==> src/logic/mem_pkg.sv <==
// bus widths, bram window defaults, response and controller state enums
package mem_pkg;

   localparam int addr_width = 32;           // physical address
   localparam int data_width = 64;
   localparam int strb_width = data_width / 8;
   localparam int id_width   = 4;

   // 4 KB on-chip block ram window at the start of dram space
   localparam int                    bram_addr_width_def = 12;
   localparam logic [addr_width-1:0] bram_base_def       = 32'h8000_0000;

   typedef enum logic [1:0] {
      resp_okay   = 2'b00,
      resp_decerr = 2'b11
   } resp_e;

   typedef enum logic [1:0] {
      st_idle  = 2'b00,
      st_wresp = 2'b01,                      // b channel waiting
      st_rdata = 2'b10                       // r channel waiting
   } ctrl_state_e;

endpackage

==> src/logic/axi_lite_if.sv <==
// one-beat aw, w, b, ar and r channels between decoder and bram controller
interface axi_lite_if import mem_pkg::*; #(
   parameter int bram_addr_width = bram_addr_width_def
);

   logic                       aw_valid;
   logic                       aw_ready;
   logic [bram_addr_width-1:0] aw_addr;     // already trimmed to the window
   logic [id_width-1:0]        aw_id;

   logic                       w_valid;
   logic                       w_ready;
   logic [data_width-1:0]      w_data;
   logic [strb_width-1:0]      w_strb;

   logic                       b_valid;
   logic                       b_ready;
   resp_e                      b_resp;
   logic [id_width-1:0]        b_id;

   logic                       ar_valid;
   logic                       ar_ready;
   logic [bram_addr_width-1:0] ar_addr;
   logic [id_width-1:0]        ar_id;

   logic                       r_valid;
   logic                       r_ready;
   logic [data_width-1:0]      r_data;
   resp_e                      r_resp;
   logic [id_width-1:0]        r_id;

   modport master (
      output aw_valid, aw_addr, aw_id, w_valid, w_data, w_strb, b_ready,
      output ar_valid, ar_addr, ar_id, r_ready,
      input  aw_ready, w_ready, b_valid, b_resp, b_id,
      input  ar_ready, r_valid, r_data, r_resp, r_id
   );

   modport slave (
      input  aw_valid, aw_addr, aw_id, w_valid, w_data, w_strb, b_ready,
      input  ar_valid, ar_addr, ar_id, r_ready,
      output aw_ready, w_ready, b_valid, b_resp, b_id,
      output ar_ready, r_valid, r_data, r_resp, r_id
   );

endinterface

==> src/logic/mem_decoder.sv <==
// bram window decode, hit forwarding and decode-error responses for misses
module mem_decoder import mem_pkg::*; #(
   parameter int                    bram_addr_width = bram_addr_width_def,
   parameter logic [addr_width-1:0] bram_base       = bram_base_def
) (
   input  logic                  mig_clk,
   input  logic                  rst_n,
   input  logic                  aw_valid,
   output logic                  aw_ready,
   input  logic [addr_width-1:0] aw_addr,
   input  logic [id_width-1:0]   aw_id,
   input  logic                  w_valid,
   output logic                  w_ready,
   input  logic [data_width-1:0] w_data,
   input  logic [strb_width-1:0] w_strb,
   output logic                  b_valid,
   input  logic                  b_ready,
   output resp_e                 b_resp,
   output logic [id_width-1:0]   b_id,
   input  logic                  ar_valid,
   output logic                  ar_ready,
   input  logic [addr_width-1:0] ar_addr,
   input  logic [id_width-1:0]   ar_id,
   output logic                  r_valid,
   input  logic                  r_ready,
   output logic [data_width-1:0] r_data,
   output resp_e                 r_resp,
   output logic [id_width-1:0]   r_id,
   axi_lite_if.master            bus
);

   logic                aw_hit, ar_hit;
   logic                wr_req;             // aw and w offered together
   logic                wr_acc, rd_acc;
   logic                pending;            // any response outstanding
   logic                loc_b_valid, loc_r_valid;
   logic [id_width-1:0] loc_id;

   assign aw_hit = aw_addr[addr_width-1:bram_addr_width]
                   == bram_base[addr_width-1:bram_addr_width];
   assign ar_hit = ar_addr[addr_width-1:bram_addr_width]
                   == bram_base[addr_width-1:bram_addr_width];
   assign wr_req = aw_valid && w_valid;

   // hits go on to the controller and a write wins over a same-cycle read
   assign bus.aw_valid = aw_valid && aw_hit && !pending;
   assign bus.w_valid  = w_valid && aw_hit && !pending;
   assign bus.aw_addr  = aw_addr[bram_addr_width-1:0];
   assign bus.aw_id    = aw_id;
   assign bus.w_data   = w_data;
   assign bus.w_strb   = w_strb;
   assign bus.ar_valid = ar_valid && ar_hit && !pending && !wr_req;
   assign bus.ar_addr  = ar_addr[bram_addr_width-1:0];
   assign bus.ar_id    = ar_id;
   assign bus.b_ready  = b_ready && !loc_b_valid;
   assign bus.r_ready  = r_ready && !loc_r_valid;

   // a lone aw or w is never taken
   assign aw_ready = !pending && (aw_hit ? bus.aw_ready : !(aw_valid ^ w_valid));
   assign w_ready  = !pending && (aw_hit ? bus.w_ready : !(aw_valid ^ w_valid));
   assign ar_ready = !pending && !wr_req && (ar_hit ? bus.ar_ready : 1'b1);

   assign wr_acc = wr_req && aw_ready && w_ready;
   assign rd_acc = ar_valid && ar_ready;

   always_ff @(posedge mig_clk or negedge rst_n) begin
      if (!rst_n) begin
         pending     <= 1'b0;
         loc_b_valid <= 1'b0;
         loc_r_valid <= 1'b0;
      end else begin
         if (wr_acc || rd_acc)
            pending <= 1'b1;
         else if ((b_valid && b_ready) || (r_valid && r_ready))
            pending <= 1'b0;
         if (wr_acc && !aw_hit)
            loc_b_valid <= 1'b1;
         else if (b_ready)
            loc_b_valid <= 1'b0;
         if (rd_acc && !ar_hit)
            loc_r_valid <= 1'b1;
         else if (r_ready)
            loc_r_valid <= 1'b0;
      end
   end

   always_ff @(posedge mig_clk) begin
      if (wr_acc)
         loc_id <= aw_id;
      else if (rd_acc)
         loc_id <= ar_id;
   end

   // local decode errors take over the response channels
   assign b_valid = bus.b_valid || loc_b_valid;
   assign b_resp  = loc_b_valid ? resp_decerr : bus.b_resp;
   assign b_id    = loc_b_valid ? loc_id : bus.b_id;
   assign r_valid = bus.r_valid || loc_r_valid;
   assign r_data  = loc_r_valid ? '0 : bus.r_data;
   assign r_resp  = loc_r_valid ? resp_decerr : bus.r_resp;
   assign r_id    = loc_r_valid ? loc_id : bus.r_id;

endmodule

==> src/flat_wrapper.sv <==
// flat-port wrapper written by rule: the top's interface ports become plain ports
module mem_decoder_flat import mem_pkg::*;
#(
   parameter int                    bram_addr_width = bram_addr_width_def,
   parameter logic [addr_width-1:0] bram_base       = bram_base_def
)
  (mig_clk, rst_n, aw_valid, aw_ready, aw_addr, aw_id, w_valid, w_ready, w_data, w_strb, b_valid, b_ready, b_resp, b_id, ar_valid, ar_ready, ar_addr, ar_id, r_valid, r_ready, r_data, r_resp, r_id, bus_aw_valid, bus_aw_addr, bus_aw_id, bus_w_valid, bus_w_data, bus_w_strb, bus_b_ready, bus_ar_valid, bus_ar_addr, bus_ar_id, bus_r_ready, bus_aw_ready, bus_w_ready, bus_b_valid, bus_b_resp, bus_b_id, bus_ar_ready, bus_r_valid, bus_r_data, bus_r_resp, bus_r_id);
  axi_lite_if #(.bram_addr_width(bram_addr_width)) bus_i ();
  input  logic mig_clk;
  input  logic rst_n;
  input  logic aw_valid;
  output logic aw_ready;
  input  logic [addr_width-1:0] aw_addr;
  input  logic [id_width-1:0] aw_id;
  input  logic w_valid;
  output logic w_ready;
  input  logic [data_width-1:0] w_data;
  input  logic [strb_width-1:0] w_strb;
  output logic b_valid;
  input  logic b_ready;
  output resp_e b_resp;
  output logic [id_width-1:0] b_id;
  input  logic ar_valid;
  output logic ar_ready;
  input  logic [addr_width-1:0] ar_addr;
  input  logic [id_width-1:0] ar_id;
  output logic r_valid;
  input  logic r_ready;
  output logic [data_width-1:0] r_data;
  output resp_e r_resp;
  output logic [id_width-1:0] r_id;
  output wire logic [$bits(bus_i.aw_valid)-1:0] bus_aw_valid;
  output wire logic [$bits(bus_i.aw_addr)-1:0] bus_aw_addr;
  output wire logic [$bits(bus_i.aw_id)-1:0] bus_aw_id;
  output wire logic [$bits(bus_i.w_valid)-1:0] bus_w_valid;
  output wire logic [$bits(bus_i.w_data)-1:0] bus_w_data;
  output wire logic [$bits(bus_i.w_strb)-1:0] bus_w_strb;
  output wire logic [$bits(bus_i.b_ready)-1:0] bus_b_ready;
  output wire logic [$bits(bus_i.ar_valid)-1:0] bus_ar_valid;
  output wire logic [$bits(bus_i.ar_addr)-1:0] bus_ar_addr;
  output wire logic [$bits(bus_i.ar_id)-1:0] bus_ar_id;
  output wire logic [$bits(bus_i.r_ready)-1:0] bus_r_ready;
  input wire logic [$bits(bus_i.aw_ready)-1:0] bus_aw_ready;
  input wire logic [$bits(bus_i.w_ready)-1:0] bus_w_ready;
  input wire logic [$bits(bus_i.b_valid)-1:0] bus_b_valid;
  input wire logic [$bits(bus_i.b_resp)-1:0] bus_b_resp;
  input wire logic [$bits(bus_i.b_id)-1:0] bus_b_id;
  input wire logic [$bits(bus_i.ar_ready)-1:0] bus_ar_ready;
  input wire logic [$bits(bus_i.r_valid)-1:0] bus_r_valid;
  input wire logic [$bits(bus_i.r_data)-1:0] bus_r_data;
  input wire logic [$bits(bus_i.r_resp)-1:0] bus_r_resp;
  input wire logic [$bits(bus_i.r_id)-1:0] bus_r_id;
  assign bus_aw_valid = bus_i.aw_valid;
  assign bus_aw_addr = bus_i.aw_addr;
  assign bus_aw_id = bus_i.aw_id;
  assign bus_w_valid = bus_i.w_valid;
  assign bus_w_data = bus_i.w_data;
  assign bus_w_strb = bus_i.w_strb;
  assign bus_b_ready = bus_i.b_ready;
  assign bus_ar_valid = bus_i.ar_valid;
  assign bus_ar_addr = bus_i.ar_addr;
  assign bus_ar_id = bus_i.ar_id;
  assign bus_r_ready = bus_i.r_ready;
  assign bus_i.aw_ready = bus_aw_ready;
  assign bus_i.w_ready = bus_w_ready;
  assign bus_i.b_valid = bus_b_valid;
  assign bus_i.b_resp = bus_b_resp;
  assign bus_i.b_id = bus_b_id;
  assign bus_i.ar_ready = bus_ar_ready;
  assign bus_i.r_valid = bus_r_valid;
  assign bus_i.r_data = bus_r_data;
  assign bus_i.r_resp = bus_r_resp;
  assign bus_i.r_id = bus_r_id;
  mem_decoder #(.bram_addr_width(bram_addr_width), .bram_base(bram_base)) u_core (.mig_clk(mig_clk), .rst_n(rst_n), .aw_valid(aw_valid), .aw_ready(aw_ready), .aw_addr(aw_addr), .aw_id(aw_id), .w_valid(w_valid), .w_ready(w_ready), .w_data(w_data), .w_strb(w_strb), .b_valid(b_valid), .b_ready(b_ready), .b_resp(b_resp), .b_id(b_id), .ar_valid(ar_valid), .ar_ready(ar_ready), .ar_addr(ar_addr), .ar_id(ar_id), .r_valid(r_valid), .r_ready(r_ready), .r_data(r_data), .r_resp(r_resp), .r_id(r_id), .bus(bus_i));
endmodule
==> config.mk <==
export PLATFORM = sky130hd
export DESIGN_NAME = mem_decoder_flat
export DESIGN_NICKNAME = d
export VERILOG_FILES = /design/src/logic/mem_pkg.sv /design/src/logic/axi_lite_if.sv /design/src/logic/mem_decoder.sv /design/src/flat_wrapper.sv
export SDC_FILE = /design/constraint.sdc
export NUM_CORES = 1
export LEC_CHECK = 0
export ABC_AREA = 1
export BUFFER_PORTS_ARGS = -buffer_cell sky130_fd_sc_hd__buf_2
export CAP_MARGIN = 40
export CORE_AREA = 2 2 164 166
export CTS_BUF_LIST = sky130_fd_sc_hd__clkbuf_4
export DETAILED_ROUTE_END_ITERATION = 10
export DIE_AREA = 0 0 166 168
export SLEW_MARGIN = 20
export SYNTH_ARGS = -nofsm -noshare
export SYNTH_HDL_FRONTEND = slang
export SYNTH_SLANG_ARGS = --single-unit
==> constraint.sdc <==
create_clock -name mig_clk -period 3.1 [get_ports mig_clk]
set_input_delay 0.31 -clock mig_clk [delete_from_list [all_inputs] [get_ports mig_clk]]
set_output_delay 0.31 -clock mig_clk [all_outputs]
set_load 0.03 [all_outputs]
Yosys cells after proc, flatten, opt, wreduce, memory -nomap -nowiden
Cells that the tools add are included.

Flip-flop bits (word level): 7. Bits of input ports: 232. Output and inout port bits: 190. Logic and storage cells: 59.

Equality and inequality tests: 2. Multiplexer cells: 16. Bitwise operators: 1. Reductions and logical operators: 36.

Operator list (count): $mux 64 (1); $eq 20x20->1 const B (2); $logic_and 1x1->1 (21); $mux 4 (4); $mux 1 (9); $reduce_bool 2->1 (4); $logic_not 1->1 (7); $logic_or 1x1->1 (4); $mux 2 (2); $xor 1x1->1 (1).

Longest topological paths before layout
Word-level depth: 8. Gate-level depth with buffers: 9. Gate-level depth less buffers: 9.

Least setup slack after synthesis
Ideal clock, no wire load.

Path kind: input to output. Start point: input aw_addr[29]. End point: output w_ready. Data arrival time: 1294 ps. Required time: 2790 ps. Setup slack: 1496 ps. Stages on the path: 6. Buffers on the path: 0. Cell sequence: or2_4 -> nor2_4 -> nand3_2 -> nand2_2 -> nand2_2 -> nor2_1.

Word-level cells in the longest chain between the ends: 3.

Ends and longest elaborated chain: from (decl) (line flat_wrapper.sv:13) `input logic [addr_width-1:0] aw_addr;`; $eq 20x20->1 (line mem_decoder.sv:40) `== bram_base[addr_width-1:bram_addr_width];`; $mux 1 (line mem_decoder.sv:60) `assign w_ready = !pending && (aw_hit ? bus.w_ready : !(aw_valid ^ w_valid));`; $logic_and 1x1->1 (line mem_decoder.sv:60); to (decl) (line flat_wrapper.sv:16) `output logic w_ready;`.

Every way passes these cells.

Final worst setup path
Start point: register u_core.loc_r_valid. End point: output r_data[24].

Word-level cells in the longest chain between the ends: 1.

Ends and longest elaborated chain: from (decl) (line mem_decoder.sv:36) `logic loc_b_valid, loc_r_valid;`; from (signal assigned) (line mem_decoder.sv:70) `loc_r_valid <= 1'b0;`; from (signal assigned) (line mem_decoder.sv:81) `loc_r_valid <= 1'b1;`; from (signal assigned) (line mem_decoder.sv:83) `loc_r_valid <= 1'b0;`; $mux 64 (line mem_decoder.sv:99) `assign r_data = loc_r_valid ? '0 : bus.r_data;`; to (decl) (line flat_wrapper.sv:29) `output logic [data_width-1:0] r_data;`.

Every way passes these cells.

==> metrics.cfg <==
[status]
run_status=complete, no violations

[yosys]
synth-seq-cells=7
syn-num-nets=597
synth_sequential_area_ratio_pct=9.308
synthesis.instances=364
yosysUniqueCellTypes=25
syn-mean-instance-area_um2=5.761
netlist_area_um2=2097
ys_warn_count=0

[pwr]
power.sequential.fraction_pct=15.7
power_report.internal_total_mw=0.4180
power_switching_share_pct=59.93
ir_worst_vdd_uv=172.9
power.share.clock_pct=8.3
p_leak_nw=1.838
combinationalPowerShare_pct=76.1
power_switching_mw=0.6251
post-layout-total-power_mw=1.043
power_per_cell_area_nw_per_um2=359.2

[setup_path]
worst_path_largest_cell_delay_ps=770
timing.reg2reg.worst_path_depth=3
critical_path.slowest_cell=sky130_fd_sc_hd__dfrtp_2
timing.critical_path.from_type=register
worst_ep_required_time_ps=2790
crit_path_cell_trace=buf_4 -> nor2_1 -> buf_2
reg2reg_slack_ps=1650
path_max_fanout=42
data_arrival_time_at_the_worst_slack_endpoint_ps=1820
setup.worst_path.end_class=output port
worstSetupPathType=register to output port

[clock_tree]
cts-buffers-inserted=3
buffer_count_from_post_cts_setup_fixing=0
clk_path_buf_depth=2
tritoncts=done
ctsHtreeMaxLevel=1
path_clk_slew_ps=50
cts_resized=0
clk_latency_ps=240
tritoncts_num_sinks=7
cts_root_buf=sky130_fd_sc_hd__clkbuf_4

[timing]
timing.final.setup_violations=0
rsz0062_at_grt=no
finalHoldViolations=0
finalClockSkew_ps=1.888
setup_tns_ps=0
achievable-frequency_ghz=0.4703
slew_headroom_pct=57.13
post-route-period-util_pct=68.59
worst_slew_pin_slew_ps=643.1
finalWorstPathRequiredPeriod_ps=2126
final_max_slew_viol_count=0

[floorplan]
die_w_um=166
core.rowCount=60
start_util_pct=7.958
die_h_um=168
boundaryPins=422
fp.dieArea_um2=27890
floorplan.core_area_um2=26350

[cells_and_area]
antenna-diode-count=0
num-nets-final=720
synthToLayoutAreaGrowth_pct=38.48
mostFrequentLayoutCell=sky130_fd_sc_hd__buf_2
fin_util_pct=11.02
instances_no_fill=827
finish.instance_area_um2=2904
mostFrequentLayoutCells=229 x sky130_fd_sc_hd__buf_2, 86 x sky130_fd_sc_hd__nor2_1, 75 x sky130_fd_sc_hd__inv_1
share_of_post_route_cells_with_drive_strength_above_1_pct=53.29

[detailed_routing]
dr_total_vias=2477
via_cell_ratio=2.995
route.detailed.drc=0
detail_route.wirelength_um=10040
drt_pass1_iterations=3
drt-wirelength-per-cell_um=12.14
ant_nets=0
drtIter0Drc=39

[global_route]
globalRouteMet2Util_pct=12.88
gr-usage-met1_pct=4.814
grt_antenna_before_repair=0
globalRouteOverflowTotal=0
busiest_layer=met2
groute.layer.met3.usage_pct=5.924
vias_in_the_first_global_route=2423
grt_usage_pct=6.682
grt_start_max_net_pins=43
grt_first_pass_wirelength_um=14140

[flow_run]
cap_viol_max_count=0

[place]
post_dp_cell_area_um2=2864
port_buffers=229
place_inst=822
place.gp.congestion=0.7389
detailedPlacementHpwl_um=9273

[hold_path]
hold_path_depth=2
hold_path.class=input pin to register

registers in the layout, summed over array words and instances (netlist names):
register and count:
u_core.loc_r_valid 1, u_core.pending 1, u_core.loc_id 4, u_core.loc_b_valid 1
cells by family (layout without fill, tap and decap cells):
family / count (synthesis) / count (layout) / synth area share, %
buf+inv: 189 / 311 / 52.45
compound gates: 4 / 4 / 1.313
flops: 7 / 7 / 9.308
simple gates: 163 / 163 / 36.34
fa+ha+maj: 1 / 1 / 0.5966
worst paths after layout:
path | from | endpoint
min | r_ready | u_core.loc_r_valid$_DFFE_PN0P_
max reg2reg | u_core.loc_r_valid$_DFFE_PN0P_ | u_core.pending$_DFFE_PN0P_
max | u_core.loc_r_valid$_DFFE_PN0P_ | r_data[24]
max in group asynchronous | rst_n | u_core.loc_r_valid$_DFFE_PN0P_
min in group asynchronous | rst_n | u_core.pending$_DFFE_PN0P_
min reg2reg | u_core.pending$_DFFE_PN0P_ | u_core.loc_r_valid$_DFFE_PN0P_
critical path: cells and delay by family, from the launching register on:
family	cells	cell delay (ps)
buf+inv	2	670
flops	1	770
simple gates	1	100
power by group through the flow:
stage	logic, mW	registers (mW)	clock network [mW]
global route	0.857	0.174	0.0936
floorplan	0.788	0.122	0
CTS	0.807	0.173	0.0904
global placement	0.799	0.173	0
finish	0.793	0.164	0.0862
detailed placement	0.804	0.174	0
synth_stat cells, drive strengths merged:
cell    count  area share (%)
o21a        1            0.36
ha          1            0.60
nor4        1            0.30
nor2       95              20
nand3       9             3.6
a221o       1            0.48
inv        76              14
or2         8             2.5
o21ai       2            0.48
buf       104              37
dfrtp       3             3.6
edfxtp      4             5.7
nand3b      1            0.36
clkbuf      9             1.6
nand2      47             9.5
nand4       2            0.60
stage by stage:
step	setup WS [ps]	hold WS, ps
6_report	973.6	292.4
5_1_grt	756.6	294.7
4_1_cts	849.4	280.2
3_5_place_dp	1116	107.8
3_3_place_gp	1177	108.4
2_1_floorplan	1496	14.41
metal layers:
layer  part of all wire, %  vias up
li1                      -     1176
met1                    26      991
met2                    50      292
met3                    23       18
met4                   1.5        0
met5                     0        -
layout make-up:
cell class | count | area, µm²
tap | 341 | 426.7
fill | 3115 | 23450
multi-input combinational | 168 | 802.0
clock buffer | 4 | 30.03
sequential | 7 | 196.4
inverter | 76 | 285.3
timing repair buffer | 231 | 1164
what timing repair did:
| item | in CTS | in global routing |
|---|---|---|
| setup endpoints to repair | 0 | 0 |
| hold buffers | 1 | 0 |
| endpoints found under the hold margin | 3 | 0 |
(Power assumes the default switching activity.)
