**src/logic/mem_pkg.sv**
```systemverilog
// bus widths, bram window defaults, response and controller state enums
package mem_pkg;

   localparam int addr_width = 32;           // physical address
   localparam int data_width = 64;
   localparam int strb_width = data_width / 8;
   localparam int id_width   = 4;

   // 4 KB on-chip block ram window at the start of dram space
   localparam int                    bram_addr_width_def = 12;
   localparam logic [addr_width-1:0] bram_base_def       = 32'h8000_0000;

   typedef enum logic [1:0] {
      resp_okay   = 2'b00,
      resp_decerr = 2'b11
   } resp_e;

   typedef enum logic [1:0] {
      st_idle  = 2'b00,
      st_wresp = 2'b01,                      // b channel waiting
      st_rdata = 2'b10                       // r channel waiting
   } ctrl_state_e;

endpackage

```
**src/logic/axi_lite_if.sv**
```systemverilog
// one-beat aw, w, b, ar and r channels between decoder and bram controller
interface axi_lite_if import mem_pkg::*; #(
   parameter int bram_addr_width = bram_addr_width_def
);

   logic                       aw_valid;
   logic                       aw_ready;
   logic [bram_addr_width-1:0] aw_addr;     // already trimmed to the window
   logic [id_width-1:0]        aw_id;

   logic                       w_valid;
   logic                       w_ready;
   logic [data_width-1:0]      w_data;
   logic [strb_width-1:0]      w_strb;

   logic                       b_valid;
   logic                       b_ready;
   resp_e                      b_resp;
   logic [id_width-1:0]        b_id;

   logic                       ar_valid;
   logic                       ar_ready;
   logic [bram_addr_width-1:0] ar_addr;
   logic [id_width-1:0]        ar_id;

   logic                       r_valid;
   logic                       r_ready;
   logic [data_width-1:0]      r_data;
   resp_e                      r_resp;
   logic [id_width-1:0]        r_id;

   modport master (
      output aw_valid, aw_addr, aw_id, w_valid, w_data, w_strb, b_ready,
      output ar_valid, ar_addr, ar_id, r_ready,
      input  aw_ready, w_ready, b_valid, b_resp, b_id,
      input  ar_ready, r_valid, r_data, r_resp, r_id
   );

   modport slave (
      input  aw_valid, aw_addr, aw_id, w_valid, w_data, w_strb, b_ready,
      input  ar_valid, ar_addr, ar_id, r_ready,
      output aw_ready, w_ready, b_valid, b_resp, b_id,
      output ar_ready, r_valid, r_data, r_resp, r_id
   );

endinterface

```
**src/logic/ram_port_if.sv**
```systemverilog
// block ram port between controller and array
interface ram_port_if import mem_pkg::*; #(
   parameter int bram_addr_width = bram_addr_width_def
);

   logic                       en;
   logic [strb_width-1:0]      we;          // one bit per byte lane
   logic [bram_addr_width-1:0] addr;        // byte address
   logic [data_width-1:0]      wrdata;
   logic [data_width-1:0]      rddata;

   modport ctrl (
      output en, we, addr, wrdata,
      input  rddata
   );

   modport mem (
      input  en, we, addr, wrdata,
      output rddata
   );

endinterface

```
**src/logic/bram_ctrl.sv**
```systemverilog
// bus to block ram strobe controller for one transaction at a time
module bram_ctrl import mem_pkg::*; #(
   parameter int bram_addr_width = bram_addr_width_def
) (
   input  logic       mig_clk,
   input  logic       rst_n,
   axi_lite_if.slave  bus,
   ram_port_if.ctrl   ram
);

   ctrl_state_e                state;
   logic                       idle;
   logic                       wr_acc, rd_acc;
   logic [bram_addr_width-1:0] req_addr;
   logic [id_width-1:0]        id_q;

   assign idle = state == st_idle;

   // both write halves must be there before either ready goes out
   assign bus.aw_ready = idle && !(bus.aw_valid ^ bus.w_valid);
   assign bus.w_ready  = bus.aw_ready;
   assign bus.ar_ready = idle && !(bus.aw_valid && bus.w_valid);

   assign wr_acc = bus.aw_valid && bus.w_valid && bus.aw_ready;
   assign rd_acc = bus.ar_valid && bus.ar_ready;

   assign req_addr   = wr_acc ? bus.aw_addr : bus.ar_addr;
   assign ram.en     = wr_acc || rd_acc;    // low while waiting, rddata holds
   assign ram.we     = wr_acc ? bus.w_strb : '0;
   assign ram.addr   = req_addr;
   assign ram.wrdata = bus.w_data;

   always_ff @(posedge mig_clk or negedge rst_n) begin
      if (!rst_n) begin
         state <= st_idle;
      end else begin
         case (state)
            st_idle: begin
               if (wr_acc)
                  state <= st_wresp;
               else if (rd_acc)
                  state <= st_rdata;
            end
            st_wresp: begin
               if (bus.b_ready)
                  state <= st_idle;
            end
            st_rdata: begin
               if (bus.r_ready)
                  state <= st_idle;
            end
            default: state <= st_idle;
         endcase
      end
   end

   // id of the accepted request
   always_ff @(posedge mig_clk) begin
      if (wr_acc)
         id_q <= bus.aw_id;
      else if (rd_acc)
         id_q <= bus.ar_id;
   end

   assign bus.b_valid = state == st_wresp;
   assign bus.b_resp  = resp_okay;
   assign bus.b_id    = id_q;

   assign bus.r_valid = state == st_rdata;
   assign bus.r_data  = ram.rddata;         // from the address registered at accept
   assign bus.r_resp  = resp_okay;
   assign bus.r_id    = id_q;

endmodule

```
**src/flat_wrapper.sv**
```systemverilog
// flat-port wrapper written by rule: the top's interface ports become plain ports
module bram_ctrl_flat import mem_pkg::*;
#(
   parameter int bram_addr_width = bram_addr_width_def
)
  (mig_clk, rst_n, bus_aw_valid, bus_aw_addr, bus_aw_id, bus_w_valid, bus_w_data, bus_w_strb, bus_b_ready, bus_ar_valid, bus_ar_addr, bus_ar_id, bus_r_ready, bus_aw_ready, bus_w_ready, bus_b_valid, bus_b_resp, bus_b_id, bus_ar_ready, bus_r_valid, bus_r_data, bus_r_resp, bus_r_id, ram_en, ram_we, ram_addr, ram_wrdata, ram_rddata);
  axi_lite_if #(.bram_addr_width(bram_addr_width)) bus_i ();
  ram_port_if #(.bram_addr_width(bram_addr_width)) ram_i ();
  input  logic mig_clk;
  input  logic rst_n;
  input wire logic [$bits(bus_i.aw_valid)-1:0] bus_aw_valid;
  input wire logic [$bits(bus_i.aw_addr)-1:0] bus_aw_addr;
  input wire logic [$bits(bus_i.aw_id)-1:0] bus_aw_id;
  input wire logic [$bits(bus_i.w_valid)-1:0] bus_w_valid;
  input wire logic [$bits(bus_i.w_data)-1:0] bus_w_data;
  input wire logic [$bits(bus_i.w_strb)-1:0] bus_w_strb;
  input wire logic [$bits(bus_i.b_ready)-1:0] bus_b_ready;
  input wire logic [$bits(bus_i.ar_valid)-1:0] bus_ar_valid;
  input wire logic [$bits(bus_i.ar_addr)-1:0] bus_ar_addr;
  input wire logic [$bits(bus_i.ar_id)-1:0] bus_ar_id;
  input wire logic [$bits(bus_i.r_ready)-1:0] bus_r_ready;
  output wire logic [$bits(bus_i.aw_ready)-1:0] bus_aw_ready;
  output wire logic [$bits(bus_i.w_ready)-1:0] bus_w_ready;
  output wire logic [$bits(bus_i.b_valid)-1:0] bus_b_valid;
  output wire logic [$bits(bus_i.b_resp)-1:0] bus_b_resp;
  output wire logic [$bits(bus_i.b_id)-1:0] bus_b_id;
  output wire logic [$bits(bus_i.ar_ready)-1:0] bus_ar_ready;
  output wire logic [$bits(bus_i.r_valid)-1:0] bus_r_valid;
  output wire logic [$bits(bus_i.r_data)-1:0] bus_r_data;
  output wire logic [$bits(bus_i.r_resp)-1:0] bus_r_resp;
  output wire logic [$bits(bus_i.r_id)-1:0] bus_r_id;
  output wire logic [$bits(ram_i.en)-1:0] ram_en;
  output wire logic [$bits(ram_i.we)-1:0] ram_we;
  output wire logic [$bits(ram_i.addr)-1:0] ram_addr;
  output wire logic [$bits(ram_i.wrdata)-1:0] ram_wrdata;
  input wire logic [$bits(ram_i.rddata)-1:0] ram_rddata;
  assign bus_i.aw_valid = bus_aw_valid;
  assign bus_i.aw_addr = bus_aw_addr;
  assign bus_i.aw_id = bus_aw_id;
  assign bus_i.w_valid = bus_w_valid;
  assign bus_i.w_data = bus_w_data;
  assign bus_i.w_strb = bus_w_strb;
  assign bus_i.b_ready = bus_b_ready;
  assign bus_i.ar_valid = bus_ar_valid;
  assign bus_i.ar_addr = bus_ar_addr;
  assign bus_i.ar_id = bus_ar_id;
  assign bus_i.r_ready = bus_r_ready;
  assign bus_aw_ready = bus_i.aw_ready;
  assign bus_w_ready = bus_i.w_ready;
  assign bus_b_valid = bus_i.b_valid;
  assign bus_b_resp = bus_i.b_resp;
  assign bus_b_id = bus_i.b_id;
  assign bus_ar_ready = bus_i.ar_ready;
  assign bus_r_valid = bus_i.r_valid;
  assign bus_r_data = bus_i.r_data;
  assign bus_r_resp = bus_i.r_resp;
  assign bus_r_id = bus_i.r_id;
  assign ram_en = ram_i.en;
  assign ram_we = ram_i.we;
  assign ram_addr = ram_i.addr;
  assign ram_wrdata = ram_i.wrdata;
  assign ram_i.rddata = ram_rddata;
  bram_ctrl #(.bram_addr_width(bram_addr_width)) u_core (.mig_clk(mig_clk), .rst_n(rst_n), .bus(bus_i), .ram(ram_i));
endmodule
```
**config.mk**
```make
export PLATFORM = sky130hd
export DESIGN_NAME = bram_ctrl_flat
export DESIGN_NICKNAME = d
export VERILOG_FILES = /design/src/logic/mem_pkg.sv /design/src/logic/axi_lite_if.sv /design/src/logic/ram_port_if.sv /design/src/logic/bram_ctrl.sv /design/src/flat_wrapper.sv
export SDC_FILE = /design/constraint.sdc
export NUM_CORES = 1
export LEC_CHECK = 0
export ABC_CLOCK_PERIOD_IN_PS = 2100
export BUFFER_PORTS_ARGS = -buffer_cell sky130_fd_sc_hd__buf_2
export CAP_MARGIN = 20
export CORE_AREA = 3 3 133 135
export CTS_BUF_LIST = sky130_fd_sc_hd__clkbuf_2
export DETAILED_ROUTE_END_ITERATION = 8
export DIE_AREA = 0 0 136 138
export HOLD_SLACK_MARGIN = 0.08
export PLACE_DENSITY_LB_ADDON = 0.25
export SYNTH_ARGS = -nofsm -noshare
export SYNTH_HDL_FRONTEND = slang
export SYNTH_SLANG_ARGS = --single-unit
```
**constraint.sdc**
```tcl
create_clock -name mig_clk -period 2.1 [get_ports mig_clk]
set_input_delay 0.21 -clock mig_clk [delete_from_list [all_inputs] [get_ports mig_clk]]
set_output_delay 0.21 -clock mig_clk [all_outputs]
set_load 0.1 [all_outputs]
```
Yosys cells after proc, flatten, opt, wreduce, memory -nomap -nowiden
Cells that the tools add are included.
{ "classes": {"n_eq_ne": 5, "mux": 9, "bitwise_logic": 1, "reduce_logical": 11} }
{ "ops": {"columns": ["operator", "n"], "rows": [
  ["12-bit two-way mux", 1],
  ["2-bit two-way mux", 4],
  ["4-bit two-way mux", 2],
  ["8-bit two-way mux", 1],
  ["2-bit case mux with 3 select lines", 1],
  ["1-bit logical AND", 5],
  ["2-bit inequality test, second input constant", 2],
  ["3-bit inequality test, second input constant", 1],
  ["3-bit AND reduction", 1],
  ["2-bit by 1-bit == test with 1-bit output, second input constant", 1],
  ["2-bit == test, second input constant", 1],
  ["1-bit zero test", 2],
  ["2-bit zero test", 1],
  ["2-bit nonzero test", 1],
  ["1-bit logical OR", 1],
  ["1-bit bitwise XOR", 1]
]} }
{ "word_totals": {"register_bits": 6, "inputBits": 175, "out_inout_bits": 166, "wordCells": 28} }

Logic depth before layout (Yosys ltp)
{ "logic_depth": {"ltp_word": 7, "depth_mapped": 4} }

Least setup slack after synthesis
OpenSTA, ideal clock, no wires.
{ "synth_timing": {"path_type": "input -> register", "from": "in bus_w_valid", "to": "reg u_core.id_q[0], in the netlist u_core.bus.b_id[0], enable pin", "setup_time_ns": 0.475, "t_arrival_ns": 3.170, "setup_slack_ns": -1.545, "path_stages": 3, "path_buffers": 0, "path_cell_list": "ha_1 nand2b_1 a211oi_1"} }
{ "synth_between": {"elab_chain_cells": 5, "word_cells_on_any_way": 9, "cone_classes": "1 x bitwise; 8 x reduce/logical"} }
{ "synth_rtl": {"columns": ["element", "line", "text"], "rows": [
  ["start, declared", "flat_wrapper.sv:14", "input wire logic [$bits(bus_i.w_valid)-1:0] bus_w_valid;"],
  ["1-bit bitwise XOR or 1-bit logical AND (tied branches)", "bram_ctrl.sv:20, bram_ctrl.sv:22, bram_ctrl.sv:24", null],
  ["1-bit zero test, on equally long branches", "bram_ctrl.sv:20, bram_ctrl.sv:22", null],
  ["1-bit logical AND, on equally long branches", "bram_ctrl.sv:20, bram_ctrl.sv:22", null],
  ["1-bit logical AND, on equally long branches", "bram_ctrl.sv:24, bram_ctrl.sv:25", null],
  ["2-bit nonzero test (no source line) (*)", null, null],
  ["end signal, assigned", "bram_ctrl.sv:60", "id_q <= bus.aw_id;"],
  ["end signal, assigned", "bram_ctrl.sv:62", "id_q <= bus.ar_id;"],
  ["end, declared", "bram_ctrl.sv:15", "logic [id_width-1:0] id_q;"]
]} }
Mark *: on every way between the ends. The rest lies on a longest branch, timed or not.
A chain may end at the register's enable or synchronous reset.

Final worst setup path
{ "layout_timing": {"from": "reg u_core.state[1]", "to": "out ram_addr[9]"} }
{ "layout_between": {"elab_chain_cells": 4} }
{ "layout_rtl": {"columns": ["element", "line", "text"], "rows": [
  ["start, declared", "bram_ctrl.sv:11", "ctrl_state_e state;"],
  ["start signal, assigned", "bram_ctrl.sv:35", "state <= st_idle;"],
  ["start signal, assigned", "bram_ctrl.sv:40", "state <= st_wresp;"],
  ["start signal, assigned", "bram_ctrl.sv:42", "state <= st_rdata;"],
  ["2-bit zero test", "bram_ctrl.sv:17", "assign idle = state == st_idle;"],
  ["1-bit logical AND", "bram_ctrl.sv:20", "assign bus.aw_ready = idle && !(bus.aw_valid ^ bus.w_valid);"],
  ["1-bit logical AND", "bram_ctrl.sv:24", "assign wr_acc = bus.aw_valid && bus.w_valid && bus.aw_ready;"],
  ["12-bit two-way mux", "bram_ctrl.sv:27", "assign req_addr = wr_acc ? bus.aw_addr : bus.ar_addr;"],
  ["end, declared", "flat_wrapper.sv:34", "output wire logic [$bits(ram_i.addr)-1:0] ram_addr;"]
]} }
Every way passes these cells.

==> summary.txt <==
Detailed routing
  – TritonRoute pass-1 iters: 4
  – DR DRC count: 0
  – DR WL/cell: around 12 um
  – 1st-iter DRT viols: 11
  – Via count: ~860
  – Antenna-violating nets left: 0
  – DRT Wirelength: ~4200 um
  – Vias/cell: approximately 2.4

Synth
  – Largest family of logic cells by synthesized area: buffers and inverters
  – Leading area contributor after synthesis: buf_4
  – Syn Inst Count: approximately 190
  – Synth Area in Adders: less than 1%
  – Xor/xnor share of the synthesized area: 0%
  – Synthesized area: 1590 um^2
  – Post-synthesis compound-gate area fraction: roughly 1.1%
  – YS warnings: 0
  – Post-synthesis simple-gate area fraction: 8.88%
  – Mux cell area share after synthesis: between 10% and 20%
  – #FFs+latches synth: 6
  – Distinct cell type count after synthesis: 18
  – Top cells by area, synth: buf_4, mux2_2, edfxtp_1
  – Avg Cell Area, Syn: about 8.5 um^2
  – Post-synth top area share: between 60% and 70%
  – Post-synthesis sequential area ratio: roughly a tenth

Critical path
  – R2r setup slk: about 0.54 ns
  – WP data arrival: ~1.8 ns
  – CP startpoint kind: register
  – Worst setup path class: reg2out
  – Crit Reg-Reg Endpoint: u_core.bus.b_id[3]
  – Reg2reg start: u_core.state[1]
  – Peak fanout along the critical path: 21
  – Worst EP required: roughly 1.9 ns
  – Worst reg-to-reg path cell count: 3
  – CP endpoint kind: output pin

Hold path
  – Min-delay src: bus_r_ready
  – Hold Path Depth: 3
  – Hold Path Class: in2reg
  – Hold Path End: u_core.state[1]

STA
  – Final Cycle Share: roughly 93%
  – Final setup vio count: 0
  – Max Freq: between 0.5 and 0.6 GHz
  – Setup_tns: 0 ns
  – Final Slew Violations: 0
  – Setup slack after layout: ~0.14 ns
  – RSZ-0062 raised after global routing: no
  – Final Hold Vio Count: 0
  – Clock skew: ~0.0072 ns
  – Min Tclk post-route: slightly below 2 ns

Placement
  – Routability cong.: roughly 0.62
  – Pre-CTS setup slack: between 0.1 and 0.15 ns
  – DP Area: around 1600 um^2
  – I/O Buffers: 80
  – Final HPWL DP: 3690 um

Finish
  – Area grow syn2layout: 3.53%
  – Final instance area: 1650 um^2
  – Number of fill cells: 1,932
  – # nets final: ~320
  – Ant. Diodes: 0
  – Fraction of layout cells with a size suffix above 1: roughly four fifths

Run status
  – Status: finished, final reports clean

Floorplan
  – Die W: around 140 um
  – CORE AREA: 16,600 um^2
  – Top Ports: ~340
  – Starting density of the core: roughly a tenth
  – DIE HEIGHT: 138 um
  – # rows: 47
  – DIE AREA: ~19,000 um^2

Clock network
  – Worst-Skew Late Latency: ~0.22 ns
  – CTS tree: built
  – CTS H-Tree Depth: 1
  – Clock Sinks: 6
  – Post-CTS Resized: 0
  – Maximum root-to-sink buffer count: 2
  – Clk slew on worst S/H paths: around 0.06 ns
  – Clk root buf: clkbuf_2
  – Cts bufs inserted: 3

Global routing
  – Gr ovfl total: 0
  – Total GRT Usage: just under 4%
  – First-pass GRT wire length: ~5700 um
  – Largest net degree at the start of global routing: 22
  – Vias in the first global route: 913
  – Initial antenna violation count: 0

Pwr
  – Total Power: approximately 0.0011 W
  – Power Density: 649 nW/um^2
  – Peak supply drop: between 0.3 and 0.4 mV
  – Leak Pwr: around 0.68 nW

Run
  – Max cap viols: 0
-- state kept, by name, summed over array words and instances, names as in the netlist --
signal,flops
u_core.state,2
u_core.bus.b_id,4
-- how the worst max path moves through the flow --
| stage | to | cells past startpoint | slack [ns] | start |
|---|---|---|---|---|
| finish | ram_addr[9] | 4 | 0.14 | u_core.state[1] |
| global route | ram_addr[9] | 4 | 0.03 | u_core.state[1] |
| CTS | ram_addr[9] | 4 | 0.08 | u_core.state[1] |
| detailed placement | ram_addr[2] | 6 | 0.14 | bus_w_valid |
| global placement | ram_addr[9] | 6 | 0.17 | bus_w_valid |
| floorplan | bus_r_valid | 2 | 0.01 | u_core.state[0] |
-- stage by stage --
step / util, % / hold WS, ns / std cells
after floorplan: - / -0.0856 / 190
after global placement: 9.76 / 0.00222 / 353
after detailed placement: 9.76 / 0.000487 / 353
after CTS: 9.94 / 0.237 / 358
after global routing: 9.94 / 0.243 / 358
final: 9.94 / 0.257 / 358
-- routing by layer --
| layer | global-route usage [%] | part of all wire, % | vias to the layer above |
|---|---|---|---|
| met5 | 0 | 0 | - |
| li1 | - | - | 347 |
| met4 | 4.35 | 9.6 | 0 |
| met1 | 3.63 | 30 | 365 |
| met3 | 2.00 | 18 | 56 |
| met2 | 5.68 | 43 | 96 |
-- report_power, final --
group	switching, W	internal [W]	leakage, nW
sequential	0.0000101	0.000145	0.0637
clock	0.0000415	0.0000505	0.0166
combinational	0.000595	0.000229	0.599
-- synthesized netlist by cell type --
cell type,n
conb_1,1
nor3_1,2
nand2b_1,3
or2b_1,1
dfrtp_1,2
or3b_2,2
buf_2,1
buf_6,3
a21oi_1,2
mux2_2,16
ha_1,1
buf_4,137
nor4b_4,1
and2b_1,1
a211oi_1,1
and2_1,8
nor2b_1,1
edfxtp_1,4
-- area by class of cell --
cell class / count / area (um^2) / area share [%]
Timing Repair Buffer: 85 / 768 / 46.6
Multi-Input combinational cell: 43 / 415 / 25.2
Tap cell: 220 / 275 / 16.7
Sequential cell: 6 / 170 / 10.3
Clock buffer: 4 / 20.0 / 1.21
-- critical path, cell delays in order (launching register included) --
cell and delay (ns):
dfrtp_1 0.41, nor4b_4 0.36, buf_12 0.21, mux2_2 0.37, buf_12 0.17
-- layout by cell type, fill, tap and decap left out --
master         synthesis  routed
dfrtp_1                2       2
nor3_4                 0       1
edfxtp_1               4       4
nor4b_4                1       1
conb_1                 1       4
and2b_1                1       1
ha_4                   0       1
nor2b_1                1       1
mux2_2                16      16
buf_2                  1      59
nand2b_4               0       1
buf_4                137       3
clkbuf_2               0       4
dlygate4sd3_1          0       1
a211oi_4               0       1
nor3_2                 0       1
nand2b_1               3       2
or3b_2                 2       2
a21oi_1                2       2
and2_1                 8       8
buf_12                 0      22
or2b_1                 1       1
-- cell families (layout without fill, tap and decap cells) --
kind of cell	count (synthesis)	after routing
muxes	16	16
and+or+nand+nor	19	19
DFF	6	6
AOI/OAI and AO/OA	3	3
adders and majority gates	1	1
buffers and inverters	141	89
other	1	4
-- repair_timing --
action | CTS | global route
endpoints found under the hold margin | 2 | 0
setup buffers | 0 | 0
hold buffers | 1 | 0
setup endpoints to repair | 0 | 0
Note: power is estimated with default switching activity, not from simulation.
